$ cat config.mk
export PLATFORM = sky130hd
export DESIGN_NAME = fetch_top
export DESIGN_NICKNAME = d
export VERILOG_FILES = /design/src/rtl/fetch_pkg.sv /design/src/rtl/fetch_top.sv /design/src/rtl/icache.sv /design/src/rtl/if_stage_1.sv /design/src/rtl/if_stage_2.sv
export SDC_FILE = /design/constraint.sdc
export NUM_CORES = 2
export LEC_CHECK = 0
export BUFFER_PORTS_ARGS = -buffer_cell sky130_fd_sc_hd__clkbuf_2
export CELL_PAD_IN_SITES_DETAIL_PLACEMENT = 1
export CELL_PAD_IN_SITES_GLOBAL_PLACEMENT = 1
export CORE_MARGIN = 5
export CORE_UTILIZATION = 52
export DETAILED_ROUTE_END_ITERATION = 10
export PLACE_DENSITY = 0.84
export REMOVE_ABC_BUFFERS = 1
export SETUP_SLACK_MARGIN = 0.05
export SYNTH_ARGS = -nofsm -noshare
export SYNTH_HDL_FRONTEND = slang
export SYNTH_SLANG_ARGS = --single-unit
$ cat constraint.sdc
create_clock -name clk_i -period 17 [get_ports clk_i]
set_input_delay 1.7 -clock clk_i [delete_from_list [all_inputs] [get_ports clk_i]]
set_output_delay 1.7 -clock clk_i [all_outputs]
set_load 0.05 [all_outputs]
$ cat src/rtl/fetch_pkg.sv
// --------------------------------------------------
// fetch package
// widths, fetch constants, exception causes and the
// packets passed between the fetch stages and the cache
// --------------------------------------------------
`default_nettype none

package fetch_pkg;

    // datapath widths
    localparam int unsigned XLEN   = 32;
    localparam int unsigned INST_W = 32;

    // cache geometry, direct mapped
    localparam int unsigned LINE_WORDS  = 4;
    localparam int unsigned LINE_W      = LINE_WORDS * INST_W;
    localparam int unsigned ICACHE_SETS = 16;
    localparam int unsigned OFFSET_W    = 4;
    localparam int unsigned INDEX_W     = 4;
    // whatever is left above index and offset
    localparam int unsigned TAG_W       = XLEN - INDEX_W - OFFSET_W;

    // first pc out of reset
    localparam logic [XLEN-1:0] RESET_PC    = 32'h0000_1000;
    // fetches at or above this address fault
    localparam logic [XLEN-1:0] FETCH_LIMIT = 32'h0001_0000;

    // mcause codes raised by fetch
    typedef enum logic [3:0] {
        INSTR_ADDR_MISALIGNED = 4'd0,
        INSTR_PAGE_FAULT      = 4'd12
    } exc_cause_t;

    typedef struct packed {
        logic            valid;
        exc_cause_t      cause;
        logic [XLEN-1:0] origin;
    } exception_t;

    // stage one to stage two
    typedef struct packed {
        logic            valid;
        logic [XLEN-1:0] pc_inst;
        exception_t      ex;
    } if_1_if_2_stage_t;

    // fetch request into the icache
    typedef struct packed {
        logic            valid;
        logic [XLEN-1:0] vaddr;
    } req_cpu_icache_t;

    // icache answer, data is zero on a fault
    typedef struct packed {
        logic              valid;
        logic [INST_W-1:0] data;
        logic              instr_page_fault;
    } resp_icache_cpu_t;

    // fetch output towards decode
    typedef struct packed {
        logic              valid;
        logic [XLEN-1:0]   pc_inst;
        logic [INST_W-1:0] inst;
        exception_t        ex;
    } if_id_stage_t;

    typedef struct packed {
        logic            valid;
        logic [XLEN-1:0] target;
    } redirect_t;

    // line refill port
    typedef struct packed {
        logic            valid;
        logic [XLEN-1:0] line_addr;
    } mem_req_t;

    typedef struct packed {
        logic              valid;
        logic [LINE_W-1:0] data;
    } mem_resp_t;

endpackage

`default_nettype wire

$ cat src/rtl/fetch_top.sv
// --------------------------------------------------
// fetch front end
// stage one, icache and stage two wired to decode,
// the redirect strobe and the refill memory port
// --------------------------------------------------
`default_nettype none

module fetch_top
    import fetch_pkg::*;
(
    input  logic         clk_i,
    input  logic         rstn_i,
    // redirect from later in the pipeline
    input  redirect_t    redirect_i,
    // decode back-pressure
    input  logic         id_stall_i,
    // refill port
    input  mem_resp_t    mem_resp_i,
    output mem_req_t     mem_req_o,
    // packet to decode
    output if_id_stage_t fetch_o
);

    req_cpu_icache_t  icache_req;
    resp_icache_cpu_t icache_resp;
    if_1_if_2_stage_t stage_1_pkt;
    logic             miss_stall;
    logic             hold;
    logic             flush;

    // stage one waits on decode and on a pending miss
    assign hold  = id_stall_i || miss_stall;
    // a redirect flushes everything after the pc
    assign flush = redirect_i.valid;

    if_stage_1 if_stage_1_inst (
        .clk_i      (clk_i),
        .rstn_i     (rstn_i),
        .redirect_i (redirect_i),
        .stall_i    (hold),
        .req_o      (icache_req),
        .fetch_o    (stage_1_pkt)
    );

    icache icache_inst (
        .clk_i      (clk_i),
        .rstn_i     (rstn_i),
        .req_i      (icache_req),
        .flush_i    (flush),
        .resp_o     (icache_resp),
        .mem_req_o  (mem_req_o),
        .mem_resp_i (mem_resp_i)
    );

    // stage two only sees the decode stall for its buffer
    if_stage_2 if_stage_2_inst (
        .clk_i             (clk_i),
        .rstn_i            (rstn_i),
        .fetch_i           (stage_1_pkt),
        .resp_icache_cpu_i (icache_resp),
        .stall_i           (id_stall_i),
        .flush_i           (flush),
        .fetch_o           (fetch_o),
        .stall_o           (miss_stall)
    );

endmodule

`default_nettype wire

$ cat src/rtl/icache.sv
// --------------------------------------------------
// instruction cache
// direct mapped and blocking, refills one line per miss
// from the memory port, faults at or above FETCH_LIMIT
// --------------------------------------------------
`default_nettype none

module icache
    import fetch_pkg::*;
(
    input  logic             clk_i,
    input  logic             rstn_i,
    // request from stage one
    input  req_cpu_icache_t  req_i,
    // redirect, drops the pending response
    input  logic             flush_i,
    // response to stage two
    output resp_icache_cpu_t resp_o,
    // line refill port
    output mem_req_t         mem_req_o,
    input  mem_resp_t        mem_resp_i
);

    typedef enum logic [1:0] {
        IDLE,
        REFILL,
        RESPOND
    } state_t;

    state_t                   state_q;
    state_t                   state_d;
    req_cpu_icache_t          req_q;
    req_cpu_icache_t          req_d;
    logic [XLEN-1:0]          refill_addr_q;
    logic [LINE_W-1:0]        line_q;
    logic [ICACHE_SETS-1:0]   valid_q;
    logic [TAG_W-1:0]         tag_q  [ICACHE_SETS];
    logic [LINE_W-1:0]        data_q [ICACHE_SETS];
    logic [INDEX_W-1:0]       req_index;
    logic [TAG_W-1:0]         req_tag;
    logic [OFFSET_W-3:0]      word_sel;
    logic [XLEN-1:0]          req_line;
    logic [INDEX_W-1:0]       refill_index;
    logic                     hit;
    logic                     page_fault;
    logic                     fill_en;

    // split the registered request address
    assign req_index = req_q.vaddr[OFFSET_W +: INDEX_W];
    assign req_tag   = req_q.vaddr[XLEN-1 -: TAG_W];
    assign word_sel  = req_q.vaddr[OFFSET_W-1:2];
    assign req_line  = {req_q.vaddr[XLEN-1:OFFSET_W], {OFFSET_W{1'b0}}};

    assign refill_index = refill_addr_q[OFFSET_W +: INDEX_W];

    // tag compare and fetch limit check
    assign hit        = valid_q[req_index] && (tag_q[req_index] == req_tag);
    assign page_fault = (req_q.vaddr >= FETCH_LIMIT);

    // line address always follows the request, the strobe marks it
    assign mem_req_o.line_addr = req_line;

    always_comb begin
        state_d                 = state_q;
        req_d                   = req_q;
        fill_en                 = 1'b0;
        mem_req_o.valid         = 1'b0;
        resp_o.valid            = 1'b0;
        resp_o.data             = '0;
        resp_o.instr_page_fault = 1'b0;
        case (state_q)
            IDLE: begin
                req_d = req_i;
                if (req_q.valid && !flush_i) begin
                    if (page_fault) begin
                        // answered without touching memory
                        resp_o.valid            = 1'b1;
                        resp_o.instr_page_fault = 1'b1;
                    end else if (hit) begin
                        resp_o.valid = 1'b1;
                        resp_o.data  = data_q[req_index][INST_W*word_sel +: INST_W];
                    end else begin
                        // single strobe, keep the request for the answer
                        mem_req_o.valid = 1'b1;
                        req_d           = req_q;
                        state_d         = REFILL;
                    end
                end
            end
            REFILL: begin
                // after a redirect stage one may send a new request meanwhile
                if (flush_i) begin
                    req_d.valid = 1'b0;
                end else if (req_i.valid) begin
                    req_d = req_i;
                end
                if (mem_resp_i.valid) begin
                    fill_en = 1'b1;
                    // answer from the line only if the request still wants it,
                    // otherwise idle looks it up again next cycle
                    if (req_q.valid && !flush_i && !req_i.valid &&
                            (req_line == refill_addr_q)) begin
                        state_d = RESPOND;
                    end else begin
                        state_d = IDLE;
                    end
                end
            end
            RESPOND: begin
                req_d   = req_i;
                state_d = IDLE;
                if (!flush_i) begin
                    resp_o.valid = 1'b1;
                    resp_o.data  = line_q[INST_W*word_sel +: INST_W];
                end
            end
            default: begin
                state_d = IDLE;
            end
        endcase
    end

    always_ff @(posedge clk_i, negedge rstn_i) begin
        if (!rstn_i) begin
            state_q <= IDLE;
            req_q   <= '0;
            valid_q <= '0;
        end else begin
            state_q <= state_d;
            req_q   <= req_d;
            if (fill_en) begin
                valid_q[refill_index] <= 1'b1;
            end
        end
    end

    // tag and data arrays, refill address and line copy
    always_ff @(posedge clk_i) begin
        if (mem_req_o.valid) begin
            refill_addr_q <= req_line;
        end
        if (fill_en) begin
            tag_q[refill_index]  <= refill_addr_q[XLEN-1 -: TAG_W];
            data_q[refill_index] <= mem_resp_i.data;
            line_q               <= mem_resp_i.data;
        end
    end

endmodule

`default_nettype wire

$ cat src/rtl/if_stage_1.sv
// --------------------------------------------------
// fetch stage one
// program counter with redirect, misalignment check,
// icache request and the packet register for stage two
// --------------------------------------------------
`default_nettype none

module if_stage_1
    import fetch_pkg::*;
(
    input  logic             clk_i,
    input  logic             rstn_i,
    // redirect strobe from the back end
    input  redirect_t        redirect_i,
    // hold from decode or from a pending miss
    input  logic             stall_i,
    // request for the pc currently held
    output req_cpu_icache_t  req_o,
    // registered packet into stage two
    output if_1_if_2_stage_t fetch_o
);

    logic [XLEN-1:0]  pc_q;
    logic [XLEN-1:0]  pc_d;
    logic             misaligned;
    if_1_if_2_stage_t fetch_q;
    if_1_if_2_stage_t fetch_d;

    // no compressed support, so any of the two low bits set is misaligned
    assign misaligned = (pc_q[1:0] != 2'b00);

    // next pc
    // redirect wins over the hold so a miss can be abandoned
    always_comb begin
        if (redirect_i.valid) begin
            pc_d = redirect_i.target;
        end else if (stall_i) begin
            pc_d = pc_q;
        end else begin
            pc_d = pc_q + XLEN'(4);
        end
    end

    // packet towards stage two
    always_comb begin
        fetch_d = fetch_q;
        if (redirect_i.valid) begin
            // old path is dropped, payload left as is
            fetch_d.valid = 1'b0;
        end else if (!stall_i) begin
            fetch_d.valid     = 1'b1;
            fetch_d.pc_inst   = pc_q;
            fetch_d.ex.valid  = misaligned;
            fetch_d.ex.cause  = INSTR_ADDR_MISALIGNED;
            fetch_d.ex.origin = pc_q;
        end
    end

    // icache request
    // only issued when the packet for this pc is registered on the same edge,
    // never for a misaligned pc and never in a redirect cycle
    assign req_o.valid = !stall_i && !misaligned && !redirect_i.valid;
    assign req_o.vaddr = pc_q;

    always_ff @(posedge clk_i, negedge rstn_i) begin
        if (!rstn_i) begin
            pc_q    <= RESET_PC;
            fetch_q <= '0;
        end else begin
            pc_q    <= pc_d;
            fetch_q <= fetch_d;
        end
    end

    assign fetch_o = fetch_q;

endmodule

`default_nettype wire

$ cat src/rtl/if_stage_2.sv
// --------------------------------------------------
// fetch stage two
// joins the icache answer with the stage one packet,
// orders exceptions and buffers answers under stall
// --------------------------------------------------
`default_nettype none

module if_stage_2
    import fetch_pkg::*;
(
    input  logic             clk_i,
    input  logic             rstn_i,
    // packet from stage one
    input  if_1_if_2_stage_t fetch_i,
    // answer from the icache
    input  resp_icache_cpu_t resp_icache_cpu_i,
    // decode stall and redirect flush
    input  logic             stall_i,
    input  logic             flush_i,
    // packet towards decode
    output if_id_stage_t     fetch_o,
    // holds stage one while the miss is pending
    output logic             stall_o
);

    resp_icache_cpu_t resp_q;
    resp_icache_cpu_t resp_d;
    logic             resp_avail;
    logic             page_fault;

    // an answer is either live this cycle or parked in the buffer
    assign resp_avail = resp_q.valid || resp_icache_cpu_i.valid;

    // fault flag from whichever answer is present, buffer first
    always_comb begin
        if (resp_q.valid) begin
            page_fault = resp_q.instr_page_fault;
        end else if (resp_icache_cpu_i.valid) begin
            page_fault = resp_icache_cpu_i.instr_page_fault;
        end else begin
            page_fault = 1'b0;
        end
    end

    // exception ordering
    // stage one already carries misalignment, which beats the page fault
    always_comb begin
        if (fetch_i.ex.valid) begin
            fetch_o.ex.valid = 1'b1;
            fetch_o.ex.cause = fetch_i.ex.cause;
        end else if (page_fault) begin
            fetch_o.ex.valid = 1'b1;
            fetch_o.ex.cause = INSTR_PAGE_FAULT;
        end else begin
            fetch_o.ex.valid = 1'b0;
            fetch_o.ex.cause = INSTR_ADDR_MISALIGNED;
        end
    end

    // faulting pc is the packet pc in both cases
    assign fetch_o.ex.origin = fetch_i.pc_inst;
    assign fetch_o.pc_inst   = fetch_i.pc_inst;

    // instruction word, zero when nothing came back
    always_comb begin
        if (resp_q.valid) begin
            fetch_o.inst = resp_q.data;
        end else if (resp_icache_cpu_i.valid) begin
            fetch_o.inst = resp_icache_cpu_i.data;
        end else begin
            fetch_o.inst = '0;
        end
    end

    // valid once the word is here or an exception needs no word,
    // nothing leaves in the redirect cycle itself
    assign fetch_o.valid = fetch_i.valid && !flush_i && (resp_avail || fetch_i.ex.valid);

    // miss pending
    assign stall_o = fetch_i.valid && !(resp_avail || fetch_i.ex.valid);

    // answer buffer
    always_comb begin
        if (flush_i) begin
            resp_d = '0;
        end else if (resp_icache_cpu_i.valid && stall_i) begin
            // decode busy, park the word
            resp_d = resp_icache_cpu_i;
        end else if (resp_q.valid && !stall_i) begin
            // consumed this cycle
            resp_d = '0;
        end else begin
            resp_d = resp_q;
        end
    end

    always_ff @(posedge clk_i, negedge rstn_i) begin
        if (!rstn_i) begin
            resp_q <= '0;
        end else begin
            resp_q <= resp_d;
        end
    end

endmodule

`default_nettype wire

==> results_dict.tcl <==
set metrics [dict create \
    outcome "complete, no violations" \
    hold_viol 0 \
    crit_path_start "icache_inst.mem_req_o[6]" \
    core.rowCount 167 \
    criticalPathCategory "register to primary output" \
    r2r_setup_slack_ns 9.53 \
    fin_worst_skew_ns 0.06307 \
    wirelength_microns 314400 \
    holdBufCountCts 0 \
    layout-drive-gt1-share 0.2647 \
    relSlewSlack 0.08177 \
    final_util 0.5822 \
    clock-sinks 2737 \
    fmax_mhz 97.37 \
    power_density_nw_per_um2 125.6 \
    die_w_microns 464.9 \
    hold_class "register to register" \
    postCtsSetupBuffers 0 \
    start_util 0.5212 \
    antenna_found_initial 23 \
    crit_top_cell "buf_4" \
    setup_viol 0 \
    portBuffers 293 \
    fin_ws_ns 6.730 \
    core_sq_um 206400 \
    total_power_uw 15100 \
    r2r_end "if_stage_2_inst.resp_q[6]" \
    crit_path_max_fanout 53 \
    worstSetupEndpoint "fetch_o[42]" \
    cts_buffer_depth 4 \
    grtUsageTotal 0.2899 \
    clockPowerShare 0.408 \
    cp_slowest_cell "buf_4" \
    combPwrFrac 0.097 \
    timing.final.crit_share 0.6041 \
    pre_cts_ws_ns 7.944 \
    avgSynthCellArea_sq_um 20.75 \
    cts.clk_slew.worst_paths_ns 0.06 \
    worstPathArrival_ns 8.57 \
    wl_per_cell_microns 37.33 \
    fin_nets 5659 \
    dr.first_iter.drc_count 8295 \
    synth_ff_type "edfxtp_1" \
    peakVddDrop_uv 115.9 \
    worstMarginPinSlew_ns 1.377 \
    period_needed_ns 10.27 \
    io_pins 300 \
    place_congestion 0.8655 \
    root_buffer "clkbuf_16" \
    maxSlewViolCount 0 \
    dieArea_sq_um 216100 \
    hpwl_microns 159300 \
    final_cell_mix "2588 x edfxtp_1, 582 x mux4_2, 337 x mux2i_1, 300 x clkbuf_16, 292 x clkbuf_2" \
    crit_chain "buf_4 -> buf_4 -> buf_4 -> mux4_2 -> nand2_1 -> a21oi_1 -> a21oi_1 -> a211oi_1 -> nand3_1 -> nor4_2 -> and3b_2 -> buf_4 -> a22oi_1 -> mux2i_1 -> clkbuf_2" \
    final_common_cell "edfxtp_1" \
    grt_start_max_net_pins 150 \
    cts_buffers 292 \
    synth_cells 5186 \
    clk_latency_ns 0.94 \
    ys_warn_count 0 \
    htree_levels 5 \
    cts_tree "yes" \
    start_kind "register" \
    power.internal_uw 11470 \
    dieHeight_microns 464.9 \
    grt_pass1_vias 61050 \
    grt_pass1_wl_microns 452600 \
    drt_pass1_iterations 8 \
    synth_edf_count 2588 \
    grt-ovfl-total 0 \
    cts-resized-gates 0 \
    drc_errors 0 \
    vias_per_cell 6.766 \
    holdPathStages 1 \
    synthToLayoutAreaGrowth_pct 11.69 \
    reg2regPathDepth 14 \
    p_leak_uw 0.03902 \
    rsz0062_at_grt "false" \
    maxCapViolCount 0 \
    num_vias 56990 \
    async_flop_share 0.05444 \
    ys_seq_elements 2737 \
    drtAntennaViolNets 0 \
    required_ns 15.30 \
    p_seq_frac 0.495 \
    end_kind "primary output" \
    netlist_area_sq_um 107600 \
    power.switching_uw 3626 \
    slowest_delay_ns 0.89 \
    yosysUniqueCellTypes 85 \
    yosysSeqAreaShare 0.7569 \
    timing.rr.start "icache_inst.mem_req_o[6]" \
    power.share.switching 0.2401 \
]
[kinds of logic after synthesis]
kind of cell / share of synthesized area
AND/OR/NAND/NOR: 0.02289
flip-flops: 0.7569
other: 0.00003485
adder cells (fa/ha/maj): 0.0001163
multiplexers: 0.1630
AO/OA/AOI/OAI: 0.02783
XOR/XNOR: 0.005128
buffers and inverters: 0.02416
[synthesized netlist by cell type, types with 7 or more instances]
master / count / area share
a311oi_1: 12 / 0.00098
o211ai_1: 38 / 0.0027
clkbuf_1: 117 / 0.0041
nand3_1: 76 / 0.0035
and2_1: 7 / 0.00041
a22oi_1: 76 / 0.0053
o2111ai_1: 7 / 0.00057
nand4_1: 21 / 0.0012
o22ai_1: 25 / 0.0015
buf_2: 56 / 0.0026
mux4_2: 582 / 0.12
and3_1: 14 / 0.00081
or2_2: 19 / 0.0011
nor2b_1: 10 / 0.00058
a21oi_1: 86 / 0.0040
nor4_1: 16 / 0.00093
a221oi_1: 15 / 0.0012
nand2_1: 201 / 0.0070
nand2b_1: 10 / 0.00058
buf_1: 23 / 0.00080
buf_6: 43 / 0.0045
a211oi_1: 12 / 0.00084
xnor2_1: 15 / 0.0012
mux2_4: 29 / 0.0040
dfrtp_1: 148 / 0.034
edfxtp_1: 2588 / 0.72
mux2i_1: 337 / 0.031
a22o_1: 9 / 0.00073
inv_1: 53 / 0.0018
xor2_1: 48 / 0.0039
o21ai_0: 56 / 0.0026
mux2_1: 10 / 0.0010
buf_4: 146 / 0.010
nor3_1: 13 / 0.00060
mux2_2: 45 / 0.0047
nor2_1: 75 / 0.0026
a31oi_1: 49 / 0.0028
[power by group through the flow]
stage | sequential (uW) | combinational, uW | clock, uW
2_1_floorplan | 7860 | 1430 | 0
3_3_place_gp | 7620 | 1370 | 0
3_5_place_dp | 7620 | 1420 | 0
4_1_cts | 7480 | 1450 | 6220
5_1_grt | 7480 | 1520 | 6580
6_report | 7480 | 1460 | 6160
[per-stage QoR]
step	setup TNS, ns	instances	hold WS (ns)	area [sq um]
floorplan	-2754.71	4805	0.4337	105200
global placement	0	7903	0.4459	111200
detailed placement	0	7903	0.4524	111200
CTS	0	8408	0.4779	120200
global route	0	8417	0.4969	120200
finish	0	8423	0.4763	120200
[cell type report]
cell class                 instances  area [sq um]
multi-input combinational       2015         23710
timing repair buffer             394          2409
sequential                      2737         81470
inverter                          53         211.5
tap                             2704          3383
clock buffer                     388          7978
fill                           17370         86250
clock inverter                   117         988.4
antenna                           15         37.54
[sequential cells by signal (all words and copies together), names as in the netlist]
name	cells
icache_inst.data_q	2048
icache_inst.line_q	128
icache_inst.mem_req_o	28
icache_inst.refill_addr_q	28
icache_inst.req_q	3
icache_inst.state_q	2
icache_inst.tag_q	384
icache_inst.valid_q	16
if_stage_1_inst.fetch_o	34
if_stage_1_inst.pc_q	32
if_stage_2_inst.resp_q	34
[metal layers]
| layer | vias to the layer above | wire length [microns] | GRT usage | part of all wire |
|---|---|---|---|---|
| li1 | 21900 | - | - | - |
| met1 | 30040 | 110800 | 0.3775 | 0.35 |
| met2 | 4240 | 157900 | 0.4834 | 0.50 |
| met3 | 807 | 33490 | 0.06471 | 0.11 |
| met4 | 12 | 12140 | 0.1074 | 0.039 |
| met5 | - | 69 | 0 | 0.00022 |
[critical path, delay by kind of cell, from the launching register on]
| kind | cells | cell delay, ns |
|---|---|---|
| buf+inv | 5 | 3.33 |
| simple gates | 4 | 1.61 |
| mux | 2 | 0.63 |
| compound gates | 4 | 1.04 |
| flops | 1 | 0.83 |
[worst min path at each step]
stage	from	slack, ns	endpoint
2_1_floorplan	icache_inst.valid_q[12]	0.43	icache_inst.valid_q[12]
3_3_place_gp	icache_inst.valid_q[13]	0.45	icache_inst.valid_q[13]
3_5_place_dp	icache_inst.valid_q[2]	0.45	icache_inst.valid_q[2]
4_1_cts	icache_inst.valid_q[5]	0.48	icache_inst.valid_q[5]
5_1_grt	icache_inst.valid_q[14]	0.50	icache_inst.valid_q[14]
6_report	icache_inst.valid_q[5]	0.48	icache_inst.valid_q[5]
Power figures use the tool's default switching activity.
